### src/verilog/controlPkg.sv
package controlPkg;
	// Datapath widths
	localparam int DATA_WIDTH = 16;
	localparam int REG_COUNT = 8;
	localparam int OFFSET_WIDTH = 4;

	typedef logic [DATA_WIDTH-1:0] dataWord;
	typedef logic [$clog2(REG_COUNT)-1:0] regIndex;

	// Instruction phases, one cycle each
	typedef enum logic [1:0] {
		FETCH,
		DECODE,
		EXECUTE,
		COMMIT
	} phaseT;

	// Adder A operand
	typedef logic [1:0] aluaSel;
	localparam aluaSel ALUA_ZERO = 2'd0;
	localparam aluaSel ALUA_TWO = 2'd1;
	localparam aluaSel ALUA_MINUS_TWO = 2'd2;
	// Offset zero-extended and scaled to words
	localparam aluaSel ALUA_OFFSET = 2'd3;

	// Adder B operand
	typedef logic alubSel;
	localparam alubSel ALUB_ZERO = 1'b0;
	localparam alubSel ALUB_REG_B = 1'b1;

	// Memory address source
	typedef logic addrSel;
	localparam addrSel ADDR_REG_B = 1'b0;
	localparam addrSel ADDR_ALU = 1'b1;

	// Rb port address source
	typedef logic [1:0] regbAddrSel;
	localparam regbAddrSel REGB_ARGB = 2'd0;
	localparam regbAddrSel REGB_RFP = 2'd1;
	localparam regbAddrSel REGB_RSP = 2'd2;
	localparam regbAddrSel REGB_RRS = 2'd3;
endpackage

### src/verilog/isaPkg.sv
package isaPkg;
	import controlPkg::*;

	// Instruction word and its fields
	typedef logic [15:0] instrWord;
	typedef logic [1:0] groupField;
	typedef logic [1:0] ldsOp;
	typedef logic [2:0] ldsMode;

	localparam groupField GROUP_LOAD_STORE = 2'd2;

	// Load/store op codes, 2 and 3 are no-ops
	localparam ldsOp LDSOP_LD = 2'd0;
	localparam ldsOp LDSOP_ST = 2'd1;

	// Addressing modes
	localparam ldsMode MODE_REG_REG = 3'd0;
	localparam ldsMode MODE_REG_DEC = 3'd1;
	localparam ldsMode MODE_REG_INC = 3'd2;
	localparam ldsMode MODE_HERE = 3'd3;
	localparam ldsMode MODE_FP = 3'd4;
	localparam ldsMode MODE_SP = 3'd5;
	localparam ldsMode MODE_RS = 3'd6;
	localparam ldsMode MODE_NOP = 3'd7;

	// Fixed base registers
	localparam regIndex REG_RS = 3'd5;
	localparam regIndex REG_FP = 3'd6;
	localparam regIndex REG_SP = 3'd7;

	// Field extraction, bit 13 and bit 7 are not looked at
	function automatic groupField instrGroup(input instrWord instr);
		return instr[15:14];
	endfunction

	function automatic ldsOp instrOp(input instrWord instr);
		return instr[12:11];
	endfunction

	function automatic ldsMode instrMode(input instrWord instr);
		return instr[10:8];
	endfunction

	function automatic regIndex instrRa(input instrWord instr);
		return instr[6:4];
	endfunction

	function automatic regIndex instrRb(input instrWord instr);
		return instr[2:0];
	endfunction

	function automatic logic [OFFSET_WIDTH-1:0] instrOffset(input instrWord instr);
		return instr[OFFSET_WIDTH-1:0];
	endfunction
endpackage

### src/verilog/instructionPhaseDecoder.sv
`timescale 1ns/1ps

module instructionPhaseDecoder
	import controlPkg::*, isaPkg::*;
(
	input  logic     CLK,
	input  logic     rst,
	input  instrWord din,
	output logic     fetch,
	output logic     decode,
	output logic     execute,
	output logic     commit,
	output instrWord instruction
);

	phaseT phase;
	phaseT phaseNext;

	// Fixed four step cycle, no stalls
	always_comb begin
		case (phase)
			FETCH: phaseNext = DECODE;
			DECODE: phaseNext = EXECUTE;
			EXECUTE: phaseNext = COMMIT;
			default: phaseNext = FETCH;
		endcase
	end

	always_ff @(posedge CLK) begin
		if (rst) begin
			phase <= FETCH;
		end else begin
			phase <= phaseNext;
		end
	end

	// Instruction register, din taken at the edge ending FETCH
	always_ff @(posedge CLK) begin
		if (rst) begin
			instruction <= '0;
		end else if (phase == FETCH) begin
			instruction <= din;
		end
	end

	// One-hot phase levels
	assign fetch = (phase == FETCH);
	assign decode = (phase == DECODE);
	assign execute = (phase == EXECUTE);
	assign commit = (phase == COMMIT);

endmodule

### src/verilog/loadStoreGroupDecoder.sv
`timescale 1ns/1ps

module loadStoreGroupDecoder
	import controlPkg::*, isaPkg::*;
(
	input  logic                    CLK,
	input  logic                    rst,
	input  logic                    decode,
	input  logic                    execute,
	input  logic                    commit,
	input  instrWord                instruction,
	input  dataWord                 memRdData,
	output logic                    regaEn,
	output logic                    regbEn,
	output logic                    regaWen,
	output logic                    regbWen,
	output aluaSel                  aluaSrc,
	output alubSel                  alubSrc,
	output addrSel                  addrBus,
	output regbAddrSel              regbAddr,
	output logic                    rd,
	output logic                    wr,
	output regIndex                 raIndex,
	output regIndex                 rbIndex,
	output logic [OFFSET_WIDTH-1:0] offset,
	output dataWord                 loadData
);

	ldsOp opField;
	ldsMode modeField;
	logic inGroup;
	logic modeOk;
	logic updatesRb;
	logic isLoad;
	logic isStore;
	logic doLoad;
	logic doStore;
	logic doUpdate;
	logic active;

	assign opField = instrOp(instruction);
	assign modeField = instrMode(instruction);
	assign inGroup = (instrGroup(instruction) == GROUP_LOAD_STORE);

	// Register indices and offset go straight through
	assign raIndex = instrRa(instruction);
	assign rbIndex = instrRb(instruction);
	assign offset = instrOffset(instruction);

	// Datapath selects per addressing mode
	always_comb begin
		aluaSrc = ALUA_ZERO;
		alubSrc = ALUB_ZERO;
		addrBus = ADDR_REG_B;
		regbAddr = REGB_ARGB;
		modeOk = 1'b1;
		updatesRb = 1'b0;
		case (modeField)
			MODE_REG_REG: begin
				// Address straight from Rb
				addrBus = ADDR_REG_B;
			end
			MODE_REG_DEC: begin
				aluaSrc = ALUA_MINUS_TWO;
				alubSrc = ALUB_REG_B;
				addrBus = ADDR_ALU;
				updatesRb = 1'b1;
			end
			MODE_REG_INC: begin
				// Old Rb on the bus, Rb + 2 written back
				aluaSrc = ALUA_TWO;
				alubSrc = ALUB_REG_B;
				updatesRb = 1'b1;
			end
			MODE_FP, MODE_SP, MODE_RS: begin
				aluaSrc = ALUA_OFFSET;
				alubSrc = ALUB_REG_B;
				addrBus = ADDR_ALU;
				if (modeField == MODE_FP) begin
					regbAddr = REGB_RFP;
				end else if (modeField == MODE_SP) begin
					regbAddr = REGB_RSP;
				end else begin
					regbAddr = REGB_RRS;
				end
			end
			MODE_HERE, MODE_NOP: begin
				// HERE belongs to the PC block
				modeOk = 1'b0;
			end
			default: begin
				modeOk = 1'b0;
			end
		endcase
	end

	assign isLoad = inGroup && modeOk && (opField == LDSOP_LD);
	assign isStore = inGroup && modeOk && (opField == LDSOP_ST);

	// Instruction class settled during DECODE
	always_ff @(posedge CLK) begin
		if (rst) begin
			doLoad <= 1'b0;
			doStore <= 1'b0;
			doUpdate <= 1'b0;
		end else if (decode) begin
			doLoad <= isLoad;
			doStore <= isStore;
			doUpdate <= (isLoad || isStore) && updatesRb;
		end
	end

	// Phase gating of enables and strobes
	assign active = execute || commit;
	assign regaEn = (doLoad || doStore) && active;
	assign regbEn = (doLoad || doStore) && active;
	assign rd = doLoad && execute;
	assign wr = doStore && execute;
	assign regaWen = doLoad && commit;
	assign regbWen = doUpdate && commit;

	// Load data captured at the edge ending EXECUTE
	always_ff @(posedge CLK) begin
		if (rd) begin
			loadData <= memRdData;
		end
	end

endmodule

### src/verilog/registerFile.sv
`timescale 1ns/1ps

module registerFile
	import controlPkg::*;
(
	input  logic    CLK,
	input  logic    rst,
	input  logic    regaEn,
	input  logic    regbEn,
	input  logic    regaWen,
	input  logic    regbWen,
	input  regIndex regaAddr,
	input  regIndex regbAddr,
	input  dataWord regaDin,
	input  dataWord regbDin,
	output dataWord regaDout,
	output dataWord regbDout
);

	dataWord regs [REG_COUNT];

	// Port A written last so it wins on a shared index
	always_ff @(posedge CLK) begin
		if (rst) begin
			for (int i = 0; i < REG_COUNT; i++) begin
				regs[i] <= '0;
			end
		end else begin
			if (regbWen) begin
				regs[regbAddr] <= regbDin;
			end
			if (regaWen) begin
				regs[regaAddr] <= regaDin;
			end
		end
	end

	// Asynchronous reads, zero when the port is idle
	assign regaDout = regaEn ? regs[regaAddr] : '0;
	assign regbDout = regbEn ? regs[regbAddr] : '0;

endmodule

### src/verilog/addressUnit.sv
`timescale 1ns/1ps

module addressUnit
	import controlPkg::*;
(
	input  aluaSel                  aluaSrc,
	input  alubSel                  alubSrc,
	input  addrSel                  addrBus,
	input  logic [OFFSET_WIDTH-1:0] offset,
	input  dataWord                 regaDout,
	input  dataWord                 regbDout,
	output dataWord                 aluResult,
	output dataWord                 memAddr,
	output dataWord                 memWrData
);

	dataWord aluA;
	dataWord aluB;
	dataWord scaledOffset;

	// Word offset to byte address
	assign scaledOffset = {{(DATA_WIDTH - OFFSET_WIDTH - 1){1'b0}}, offset, 1'b0};

	// A operand
	always_comb begin
		case (aluaSrc)
			ALUA_TWO: aluA = dataWord'(2);
			ALUA_MINUS_TWO: aluA = '1 << 1;
			ALUA_OFFSET: aluA = scaledOffset;
			default: aluA = '0;
		endcase
	end

	// B operand
	always_comb begin
		if (alubSrc == ALUB_REG_B) begin
			aluB = regbDout;
		end else begin
			aluB = '0;
		end
	end

	// Address adder, carry out dropped
	assign aluResult = aluA + aluB;

	// Bus address source
	always_comb begin
		if (addrBus == ADDR_ALU) begin
			memAddr = aluResult;
		end else begin
			memAddr = regbDout;
		end
	end

	// Store data always from Ra
	assign memWrData = regaDout;

endmodule

### src/verilog/loadStoreCore.sv
`timescale 1ns/1ps

module loadStoreCore
	import controlPkg::*, isaPkg::*;
(
	input  logic     CLK,
	input  logic     rst,
	input  instrWord din,
	input  dataWord  memRdData,
	output logic     fetch,
	output logic     memRd,
	output logic     memWr,
	output dataWord  memAddr,
	output dataWord  memWrData
);

	logic decode;
	logic execute;
	logic commit;
	instrWord instruction;
	logic regaEn;
	logic regbEn;
	logic regaWen;
	logic regbWen;
	aluaSel aluaSrc;
	alubSel alubSrc;
	addrSel addrBus;
	regbAddrSel regbAddr;
	regIndex raIndex;
	regIndex rbIndex;
	regIndex regbIndex;
	logic [OFFSET_WIDTH-1:0] offset;
	dataWord loadData;
	dataWord regaDout;
	dataWord regbDout;
	dataWord aluResult;

	instructionPhaseDecoder i_instructionPhaseDecoder (
		.CLK(CLK),
		.rst(rst),
		.din(din),
		.fetch(fetch),
		.decode(decode),
		.execute(execute),
		.commit(commit),
		.instruction(instruction)
	);

	loadStoreGroupDecoder i_loadStoreGroupDecoder (
		.CLK(CLK),
		.rst(rst),
		.decode(decode),
		.execute(execute),
		.commit(commit),
		.instruction(instruction),
		.memRdData(memRdData),
		.regaEn(regaEn),
		.regbEn(regbEn),
		.regaWen(regaWen),
		.regbWen(regbWen),
		.aluaSrc(aluaSrc),
		.alubSrc(alubSrc),
		.addrBus(addrBus),
		.regbAddr(regbAddr),
		.rd(memRd),
		.wr(memWr),
		.raIndex(raIndex),
		.rbIndex(rbIndex),
		.offset(offset),
		.loadData(loadData)
	);

	// Rb port steered to a base register in the offset modes
	always_comb begin
		case (regbAddr)
			REGB_RFP: regbIndex = REG_FP;
			REGB_RSP: regbIndex = REG_SP;
			REGB_RRS: regbIndex = REG_RS;
			default: regbIndex = rbIndex;
		endcase
	end

	registerFile i_registerFile (
		.CLK(CLK),
		.rst(rst),
		.regaEn(regaEn),
		.regbEn(regbEn),
		.regaWen(regaWen),
		.regbWen(regbWen),
		.regaAddr(raIndex),
		.regbAddr(regbIndex),
		.regaDin(loadData),
		.regbDin(aluResult),
		.regaDout(regaDout),
		.regbDout(regbDout)
	);

	addressUnit i_addressUnit (
		.aluaSrc(aluaSrc),
		.alubSrc(alubSrc),
		.addrBus(addrBus),
		.offset(offset),
		.regaDout(regaDout),
		.regbDout(regbDout),
		.aluResult(aluResult),
		.memAddr(memAddr),
		.memWrData(memWrData)
	);

endmodule

### config.mk
export PLATFORM = sky130hd
export DESIGN_NAME = loadStoreCore
export DESIGN_NICKNAME = d
export VERILOG_FILES = /design/src/verilog/controlPkg.sv /design/src/verilog/isaPkg.sv /design/src/verilog/instructionPhaseDecoder.sv /design/src/verilog/loadStoreGroupDecoder.sv /design/src/verilog/registerFile.sv /design/src/verilog/addressUnit.sv /design/src/verilog/loadStoreCore.sv
export SDC_FILE = /design/constraint.sdc
export NUM_CORES = 1
export LEC_CHECK = 0
export BUFFER_PORTS_ARGS = -buffer_cell sky130_fd_sc_hd__buf_2
export CAP_MARGIN = 20
export CORE_ASPECT_RATIO = 1.2
export CORE_MARGIN = 5
export CORE_UTILIZATION = 29
export CTS_CLUSTER_DIAMETER = 100
export DETAILED_ROUTE_END_ITERATION = 12
export GPL_TIMING_DRIVEN = 1
export PLACE_DENSITY = 0.57
export SLEW_MARGIN = 15
export SYNTH_ARGS = -nofsm -noshare
export SYNTH_HDL_FRONTEND = slang
export SYNTH_HIERARCHICAL = 1
export SYNTH_SLANG_ARGS = --single-unit
### constraint.sdc
create_clock -name CLK -period 4.89 [get_ports CLK]
set_input_delay 0.489 -clock CLK [delete_from_list [all_inputs] [get_ports CLK]]
set_output_delay 0.489 -clock CLK [all_outputs]
set_load 0.005 [all_outputs]
==> results of run 1 <==
==> metrics by stage <==
stage          power (mW)  setup slack (ns)  setup TNS, ns
3_3_place_gp        3.701           -0.1740         -1.049
3_5_place_dp        3.728           -0.1846         -1.223
6_report            5.427          -0.05759        -0.1152
2_1_floorplan       3.080           0.02789              0
4_1_cts             5.353          -0.04789        -0.1234
5_1_grt             5.666           -0.2548         -1.363
==> path summary, 6_finish.rpt <==
check / start / endpoint / slack, ns / cells past startpoint
hold / removal: memRdData[2] / i_loadStoreGroupDecoder/loadData[2]$_DFFE_PP_ / 0.23 / 1
setup reg to reg: i_instructionPhaseDecoder/instruction[9]$_SDFFE_PP0P_ / i_registerFile/regs[2][15]$_DFFE_PP_ / 0.33 / 22
setup / recovery: i_instructionPhaseDecoder/instruction[9]$_SDFFE_PP0P_ / memAddr[15] / -0.06 / 21
hold reg to reg: i_loadStoreGroupDecoder/doUpdate$_SDFFE_PP0P_ / i_loadStoreGroupDecoder/doUpdate$_SDFFE_PP0P_ / 0.45 / 2
==> power groups by stage <==
| stage | combinational, mW | sequential (mW) | clock [mW] |
|---|---|---|---|
| CTS | 2.40 | 1.72 | 1.24 |
| global route | 2.64 | 1.73 | 1.29 |
| floorplan | 1.42 | 1.66 | 0 |
| finish | 2.49 | 1.72 | 1.22 |
| detailed placement | 1.99 | 1.74 | 0 |
| global placement | 1.96 | 1.74 | 0 |
==> flip-flops by register name, summed over array words and instances (netlist names) <==
name / cells
i_loadStoreGroupDecoder/doUpdate: 1
i_loadStoreGroupDecoder/doStore: 1
i_loadStoreGroupDecoder/loadData: 16
i_loadStoreGroupDecoder/doLoad: 1
i_instructionPhaseDecoder/phase: 2
i_instructionPhaseDecoder/instruction: 14
i_registerFile/regs: 128
==> repair_timing <==
action / in CTS / in global routing
endpoints found under the setup margin: 19 / 19
gates cloned: 5 / 0
resized for setup: 84 / 35
hold buffers: 0 / 0
buffers inserted: 26 / 15
pin swaps: 35 / 35
==> cell type report <==
class	instances	area [um^2]
clock inverter	15	107.6
timing repair buffer	173	1364
sequential	163	4711
inverter	14	55.05
multi-input combinational	612	5602
fill	3530	23090
clock buffer	17	425.4
tap	468	585.6
==> per-layer routing <==
metal,wire (um),GRT usage
met5,0,0
met2,16390,0.2670
met1,14490,0.2229
met4,1204,0.06977
met3,2643,0.03067
==> metrics.md, run 1 <==
| Metric | Value |
|---|---|
| Failing checks | setup timing |
| Initial core utilization | 0.2932 |
| Cell family with most CP delay | compound AO/OA/AOI/OAI gates |
| Pleak | 4.797 nW |
| Power Dens Cells | 422.3 mW/mm^2 |
| DRT iter0 DRCs | roughly 630 |
| Synthesized area | 0.01054 mm^2 |
| Skew final | 0.01279 ns |
| First-pass GRT wire length | 50060 um |
| Final setup vio count | 5 |
| Antenna violations before repair | 0 |
| Nets@finish | 1037 |
| Vias in the first global route | 8106 |
| CP Buf/Inv Count | 5 |
| WS Path Type | reg2out |
| FMAX | 202.1 MHz |
| PnR worst setup slack | -0.05759 ns |
| Most frequent cells in the layout | 144 x edfxtp_1, 139 x mux2i_1, 118 x a22o_1 |
| Clock Tree Buf Depth | 2 |
| CTS Buf Count | 17 |
| Placement Cell Area | 0.01131 mm^2 |
| Slew headroom | 0.2014 |
| Net Sw Frac | 0.3783 |
| Largest net degree at the start of global routing | 45 |
| ANT cells | 0 |
| Antenna viol nets, final | 0 |
| Max VDD drop | 0.0003773 V |
| Global route overflow | 0 |
| Via-to-Cell Ratio | 5.570 |
| Synthesis Warnings | 6 |
| Crit path DAT | 4.46 ns |
| Setup repair after global routing missed its margin | true |
| Die H | approximately 220 um |
| Non-Filler Instances | 1462 |
| # rows | 76 |
| Reg power frac | 0.316 |
| Clock-pin slew on the worst setup and hold paths | 0.07 ns |
| Minimum clock period | 4.948 ns |
| Clk root buf | clkbuf_16 |
| Post-Syn Area per Cell | around 12 um^2 |
| Share of cells above drive strength 1 | 0.3370 |
| Inst Count DP | 1384 |
| Clk pwr share | 0.226 |
| Global-route total usage across every layer | 0.1672 |
| Hpwl dp | 21770 um |
| Pint | between 3 and 4 mW |
| Tcrit/Tclk final | 1.012 |
| Combinational share of power | 0.458 |
| Total core area | approximately 0.036 mm^2 |
| Worst Hold Class | in2reg |
| Crit-path slowest cell | dfxtp_2 |
| Gpl congestion | between 0.8 and 0.9 |
| Worst setup EP type | output pin |
| Vias | 8143 |
| Slowest cell delay on critical path | 0.35 ns |
| I/O Pins | between 60 and 70 |
| Initial DRT Pass Iterations | 5 |
| Drt drc | 0 |
| Die width | 184.0 um |
| Clk Latency, worst-skew pair | 0.43 ns |
| Clock Sinks | 163 |
| Util after Layout | 0.3575 |
| DIE AREA | 0.04027 mm^2 |
| Most common cell after layout, fill and taps aside | edfxtp_1 |
| NetSw | 2.053 mW |
| Cells after synthesis | 911 |
| CTS tree | built |
| Max-slew violation count | 0 |
| Syn_nets | 967 |
| CP Data Required Time | 4.40 ns |
| Drt wl/cell | 23.75 um |
| Wirelength, routed | 34730 um |
| CP cell instances | xor2_2, and2_4, buf_4, ha_2, nor2_4, o21ai_4, buf_12, buf_12, buf_4, mux2i_1, o22ai_2, o21a_1, and2_4, ha_4, o211ai_1, o211ai_4, a31o_2, nor4_4, mux2i_1, a2bb2oi_2, buf_2 |
| H-Tree Depth | 4 |
| Final hold slack | 0.2331 ns |
| Area Growth Syn to Fin | 21.91% |
| Worst Tran Pin Value | 1.194 ns |
| Status | complete, but fails checks |
| Final number of hold-violating endpoints | 0 |
| Crit path max fanout | 8 |
| Crit path launch type | register |
| Max-cap violations | 0 |
| Design area | between 0.01 and 0.015 mm^2 |
| Port-buffer cells | 66 |
(Power assumes the default switching activity.)
==> run 2: changes to the inputs <==
CORE_ASPECT_RATIO = default   (was 1.2)
==> metrics.md, run 2 (synthesis results as in run 1) <==
| Metric | Value |
|---|---|
| Status | complete, but fails checks (unchanged) |
| Failing checks | setup timing (unchanged) |
| Global-route total usage across every layer | 0.1596 (was 0.1672) |
| Most common cell after layout, fill and taps aside | edfxtp_1 (unchanged) |
| Inst Count DP | 1369 (was 1384) |
| Top flop regs | i_registerFile/regs x128, i_loadStoreGroupDecoder/loadData x16, i_instructionPhaseDecoder/instruction x14 (unchanged) |
| Clk Latency, worst-skew pair | 0.43 ns (about the same) |
| Final number of hold-violating endpoints | 0 (unchanged) |
| Via-to-Cell Ratio | 5.456 (was 5.570) |
| Worst setup EP type | output pin (unchanged) |
| WS Path Type | reg2out (unchanged) |
| Minimum clock period | 4.898 ns (was 4.948 ns) |
| Drt drc | 0 (unchanged) |
| Final setup vio count | 2 (was 5) |
| Clk root buf | clkbuf_16 (unchanged) |
| Share of cells above drive strength 1 | 0.2930 (was 0.3370) |
| Port-buffer cells | 66 (unchanged) |
| Initial DRT Pass Iterations | 5 (unchanged) |
| Largest register FFs | 128 (unchanged) |
| Largest register by flop count | i_registerFile/regs (unchanged) |
| CTS tree | built (unchanged) |
| Slowest cell delay on critical path | 0.35 ns (about the same) |
| Crit path launch type | register (unchanged) |
| Worst Hold Class | in2reg (unchanged) |
| Non-Filler Instances | 1427 (was 1462) |
| Max-cap violations | 0 (unchanged) |
| Clock Sinks | 163 (unchanged) |
| Final hold slack | 0.2340 ns (was 0.2331 ns) |
| Util after Layout | 0.3505 (was 0.3575) |
| Hold_buf cts | 0 (unchanged) |
| Hpwl dp | 21650 um (was 21770 um) |
| Area Growth Syn to Fin | 18.86% (was 21.91%) |
| Initial core utilization | 0.2949 (was 0.2932) |
| # rows | 69 (was 76) |
| Wirelength, routed | 33430 um (was 34730 um) |
| Die width | 200.6 um (was 184.0 um) |
| Vias | 7786 (was 8143) |
| Tcrit/Tclk final | 1.002 (was 1.012) |
| Skew final | 0.009773 ns (was 0.01279 ns) |
| Gpl congestion | 0.8153 (was 0.8228) |
| DIE AREA | 0.04026 mm^2 (was 0.04027 mm^2) |
| CP cell instances | xor2_2, and2_4, inv_2, ha_4, o21ai_4, buf_12, buf_16, mux2i_2, o22ai_1, o21a_1, and2_1, ha_1, buf_4, nand4_1, buf_4, buf_4, a21oi_1, o32ai_2, xnor2_1, mux2_2, buf_2 (was xor2_2, and2_4, buf_4, ha_2, nor2_4, o21ai_4, buf_12, buf_12, buf_4, mux2i_1, o22ai_2, o21a_1, and2_4, ha_4, o211ai_1, o211ai_4, a31o_2, nor4_4, mux2i_1, a2bb2oi_2, buf_2) |
| Slew headroom | 0.2209 (was 0.2014) |
| Worst slack at placement | 0.02949 ns (was -0.1846 ns) |
| Largest net degree at the start of global routing | 48 (was 45) |
| Setup repair after global routing missed its margin | true (unchanged) |
| H-Tree Depth | 4 (unchanged) |
| Worst Tran Pin Value | 1.169 ns (was 1.194 ns) |
| CP Data Required Time | 4.40 ns (about the same) |
| Crit-path slowest cell | dfxtp_2 (unchanged) |
| Pleak | 4.684 nW (was 4.797 nW) |
| Clock-pin slew on the worst setup and hold paths | 0.06 ns (was 0.07 ns) |
| Drt wl/cell | 23.43 um (was 23.75 um) |
| Most frequent cells in the layout | 144 x edfxtp_1, 138 x mux2i_1, 118 x a22o_1 (was 144 x edfxtp_1, 139 x mux2i_1, 118 x a22o_1) |
| Antenna violations before repair | 0 (unchanged) |
| Crit path max fanout | 7 (was 8) |
| Global route overflow | 0 (unchanged) |
| Antenna viol nets, final | 0 (unchanged) |
| Clock Tree Buf Depth | 2 (unchanged) |
| Max-slew violation count | 0 (unchanged) |
| ANT cells | 0 (unchanged) |
| I/O Pins | 69 (unchanged) |
| DRT iter0 DRCs | 664 (was 627) |
| Vias in the first global route | 7800 (was 8106) |
| FMAX | 204.2 MHz (was 202.1 MHz) |
| Nets@finish | 1010 (was 1037) |
| Die H | 200.6 um (was 218.8 um) |
| PnR worst setup slack | -0.007861 ns (was -0.05759 ns) |
| First-pass GRT wire length | 48650 um (was 50060 um) |
| Max VDD drop | 0.0002482 V (was 0.0003773 V) |
| Crit path DAT | 4.41 ns (was 4.46 ns) |
| TNS Setup | -0.01492 ns (was -0.1152 ns) |
| CTS Buf Count | 17 (unchanged) |
| Total core area | 0.03574 mm^2 (was 0.03594 mm^2) |
| Most frequent CP cell | buf_4 |
| Power Dens Cells | 429.1 mW/mm^2 (was 422.3 mW/mm^2) |
run 2: per-stage QoR:
step	instance area, um^2	total power, mW
finish	12530	5.376
global route	12530	5.611
CTS	12220	5.268
detailed placement	11220	3.686
global placement	11220	3.659
floorplan	10540	3.080
run 2: layout make-up:
type	instances	area, um^2
Fill cell	3553	23210
Multi-Input combinational cell	611	5454
Sequential cell	163	4711
Timing Repair Buffer	147	1131
Tap cell	461	576.8
Clock buffer	17	425.4
Clock inverter	14	177.7
Inverter	14	52.55
run 2: power by group:
| part | internal (mW) | total [mW] | switching (mW) |
|---|---|---|---|
| Clock | 0.809 | 1.38 | 0.572 |
| Combinational | 1.00 | 2.28 | 1.27 |
| Sequential | 1.59 | 1.72 | 0.124 |
run 2: final timing paths:
kind	startpoint	to	slack, ns	depth (start not counted)
worst max-delay path	i_instructionPhaseDecoder/instruction[9]$_SDFFE_PP0P_	memAddr[12]	-0.008	21
worst min-delay path	memRdData[12]	i_loadStoreGroupDecoder/loadData[12]$_DFFE_PP_	0.23	1
worst max register to register	i_instructionPhaseDecoder/instruction[9]$_SDFFE_PP0P_	i_registerFile/regs[7][15]$_DFFE_PP_	0.49	20
worst min register to register	i_loadStoreGroupDecoder/doUpdate$_SDFFE_PP0P_	i_loadStoreGroupDecoder/doUpdate$_SDFFE_PP0P_	0.47	2
run 2: metal layers:
layer | GRT usage | share of wire
met3 | 0.02843 | 0.060
met1 | 0.1985 | 0.41
met5 | 0 | 0
met4 | 0.05015 | 0.027
met2 | 0.2822 | 0.50
run 2: critical path, delay by kind of cell (launching register included):
family                     cells  cell delay [ns]
and+or+nand+nor                3             0.52
AOI/OAI and AO/OA              5             0.82
adders and majority gates      2             0.46
muxes                          2             0.51
DFF                            1             0.35
buffers and inverters          7             0.97
xor gates and xnor gates       2             0.32
run 2: what timing repair did:
item | in CTS | in global routing
endpoints found under the setup margin | 12 | 11
pin swaps | 13 | 33
gates cloned | 3 | 1
resized for setup | 40 | 39
buffers inserted | 13 | 10
==> run 3: changes to the inputs <==
CORE_ASPECT_RATIO = 1.4   (was default)
==> metrics.md, run 3 (synthesis results as in run 1) <==
| Metric | Value |
|---|---|
| Die H | 235.6 um (was 200.6 um) |
| Worst Tran Pin Value | 1.205 ns (was 1.169 ns) |
| I/O Pins | 69 (unchanged) |
| Hold_buf cts | 0 (unchanged) |
| Max-cap violations | 0 (unchanged) |
| Final number of hold-violating endpoints | 0 (unchanged) |
| Total core area | 0.03591 mm^2 (was 0.03574 mm^2) |
| Clock-pin slew on the worst setup and hold paths | 0.07 ns (was 0.06 ns) |
| Pleak | 4.742 nW (was 4.684 nW) |
| Nets@finish | 1015 (was 1010) |
| Worst Hold Class | in2reg (unchanged) |
| Antenna violations before repair | 0 (unchanged) |
| Max VDD drop | 0.0003170 V (was 0.0002482 V) |
| Wirelength, routed | 34600 um (was 33430 um) |
| CP Data Required Time | 4.40 ns (about the same) |
| Antenna viol nets, final | 0 (unchanged) |
| Die width | 171.1 um (was 200.6 um) |
| Crit path max fanout | 4 (was 7) |
| Worst setup EP type | output pin (unchanged) |
| Final setup vio count | 6 (was 2) |
| # rows | 82 (was 69) |
| Area Growth Syn to Fin | 20.32% (was 18.86%) |
| Final hold slack | 0.2312 ns (was 0.2340 ns) |
| Port-buffer cells | 66 (unchanged) |
| DIE AREA | 0.04031 mm^2 (was 0.04026 mm^2) |
| Initial DRT Pass Iterations | 5 (unchanged) |
| Inst Count DP | 1364 (was 1369) |
| Minimum clock period | 4.978 ns (was 4.898 ns) |
| Non-Filler Instances | 1434 (was 1427) |
| CTS tree | built (unchanged) |
| Clk Latency, worst-skew pair | 0.44 ns (was 0.43 ns) |
| CTS Buf Count | 17 (unchanged) |
| Status | complete, but fails checks (unchanged) |
| Drt wl/cell | 24.13 um (was 23.43 um) |
| Most common cell after layout, fill and taps aside | edfxtp_1 (unchanged) |
| Skew final | 0.01552 ns (was 0.009773 ns) |
| DRT iter0 DRCs | 698 (was 664) |
| First-pass GRT wire length | 50110 um (was 48650 um) |
| PnR worst setup slack | -0.08777 ns (was -0.007861 ns) |
| Clk root buf | clkbuf_16 (unchanged) |
| Global-route total usage across every layer | 0.1654 (was 0.1596) |
| Vias | 8021 (was 7786) |
| Largest net degree at the start of global routing | 47 (was 48) |
| Crit path DAT | 4.49 ns (was 4.41 ns) |
| Tcrit/Tclk final | 1.018 (was 1.002) |
| Largest register by flop count | i_registerFile/regs (unchanged) |
| Share of cells above drive strength 1 | 0.3138 (was 0.2930) |
| Slew headroom | 0.1943 (was 0.2209) |
| Failing checks | setup timing (unchanged) |
| H-Tree Depth | 4 (unchanged) |
| ANT cells | 0 (unchanged) |
| Gpl congestion | 0.8552 (was 0.8153) |
| Hpwl dp | 21970 um (was 21650 um) |
| Clock Tree Buf Depth | 2 (unchanged) |
| FMAX | 200.9 MHz (was 204.2 MHz) |
| Largest register FFs | 128 (unchanged) |
| Setup repair after global routing missed its margin | true (unchanged) |
| Via-to-Cell Ratio | 5.593 (was 5.456) |
| WS Path Type | reg2out (unchanged) |
| Global route overflow | 0 (unchanged) |
| Max-slew violation count | 0 (unchanged) |
| Initial core utilization | 0.2935 (was 0.2949) |
| Clock Sinks | 163 (unchanged) |
| Pwr Total | 5.423 mW (was 5.376 mW) |
| Reg2Reg Setup Slack | 0.06 ns (was 0.49 ns) |
| Most frequent cells in the layout | 144 x edfxtp_1, 134 x mux2i_1, 118 x a22o_1 (was 144 x edfxtp_1, 138 x mux2i_1, 118 x a22o_1) |
| Power Dens Cells | 427.6 mW/mm^2 (was 429.1 mW/mm^2) |
| Top flop regs | i_registerFile/regs x128, i_loadStoreGroupDecoder/loadData x16, i_instructionPhaseDecoder/instruction x14 (unchanged) |
| Vias in the first global route | 8265 (was 7800) |
| Crit path launch type | register (unchanged) |
| Drt drc | 0 (unchanged) |
-- run 3: cell count changes in the layout (fill, tap and decap cells not counted), sizes merged --
cell    before  now
buf        146  151
inv         19   22
clkbuf      18   20
bufinv       3    1
clkinv       4    2
-- run 3: final cells by class --
type	instances	area (um^2)
multi-input cells	611	5560
repair buffers	152	1204
well taps	462	578.1
clock inverters	13	140.1
clock buffers	19	432.9
inverters	14	55.05
flip-flops and latches	163	4712
fillers	3510	23230
-- run 3: through the flow --
stage	area [um^2]	setup WS, ns	util	setup TNS [ns]
final	12680	-0.08777	0.3532	-0.1875
after global routing	12680	-0.2785	0.3532	-1.719
after CTS	12280	-0.1064	0.3421	-0.2664
after detailed placement	11230	-0.06933	0.3126	-0.4209
after global placement	11230	-0.008738	0.3126	-0.008738
after floorplan	10540	0.02789	-	0
-- run 3: worst max-delay path: stages (launching register included) --
cell and delay [ns]:
dfxtp_2 0.35, xor2_2 0.17, and2_4 0.19, inv_4 0.04
ha_4 0.17, o21ai_4 0.26, buf_6 0.20, clkbuf_16 0.16
mux2i_1 0.20, o22ai_1 0.12, o21a_2 0.29, and2_4 0.18
ha_4 0.25, a21o_1 0.19, and2_4 0.14, o31a_1 0.30
nor4_4 0.35, mux2i_1 0.26, a2bb2oi_2 0.08, buf_2 0.14
-- run 3: worst paths after layout --
| kind | startpoint | to | cells past startpoint |
|---|---|---|---|
| min reg2reg | i_loadStoreGroupDecoder/doUpdate$_SDFFE_PP0P_ | i_loadStoreGroupDecoder/doUpdate$_SDFFE_PP0P_ | 2 |
| max | i_instructionPhaseDecoder/instruction[9]$_SDFFE_PP0P_ | memAddr[15] | 19 |
| max reg2reg | i_instructionPhaseDecoder/instruction[9]$_SDFFE_PP0P_ | i_registerFile/regs[6][12]$_DFFE_PP_ | 24 |
| min | memRdData[13] | i_loadStoreGroupDecoder/loadData[13]$_DFFE_PP_ | 1 |
-- run 3: where the power goes --
part | switching, mW | internal (mW)
combinational | 1.34 | 1.05
sequential | 0.125 | 1.59
clock | 0.598 | 0.721
-- run 3: timing repair --
action / CTS / global route
setup endpoints to repair: 28 / 36
gates cloned: 3 / 1
pin swaps: 21 / 30
setup buffers: 19 / 13
hold endpoints to repair: 0 / 0
gates resized for setup: 53 / 45
-- run 3: metal layers --
metal | routed length [um] | track usage | vias to the layer above
met4 | 1073 | 0.06005 | 0
met5 | 0 | 0 | -
li1 | - | - | 3602
met3 | 1651 | 0.02301 | 70
met1 | 13490 | 0.1965 | 4077
met2 | 18390 | 0.2996 | 272
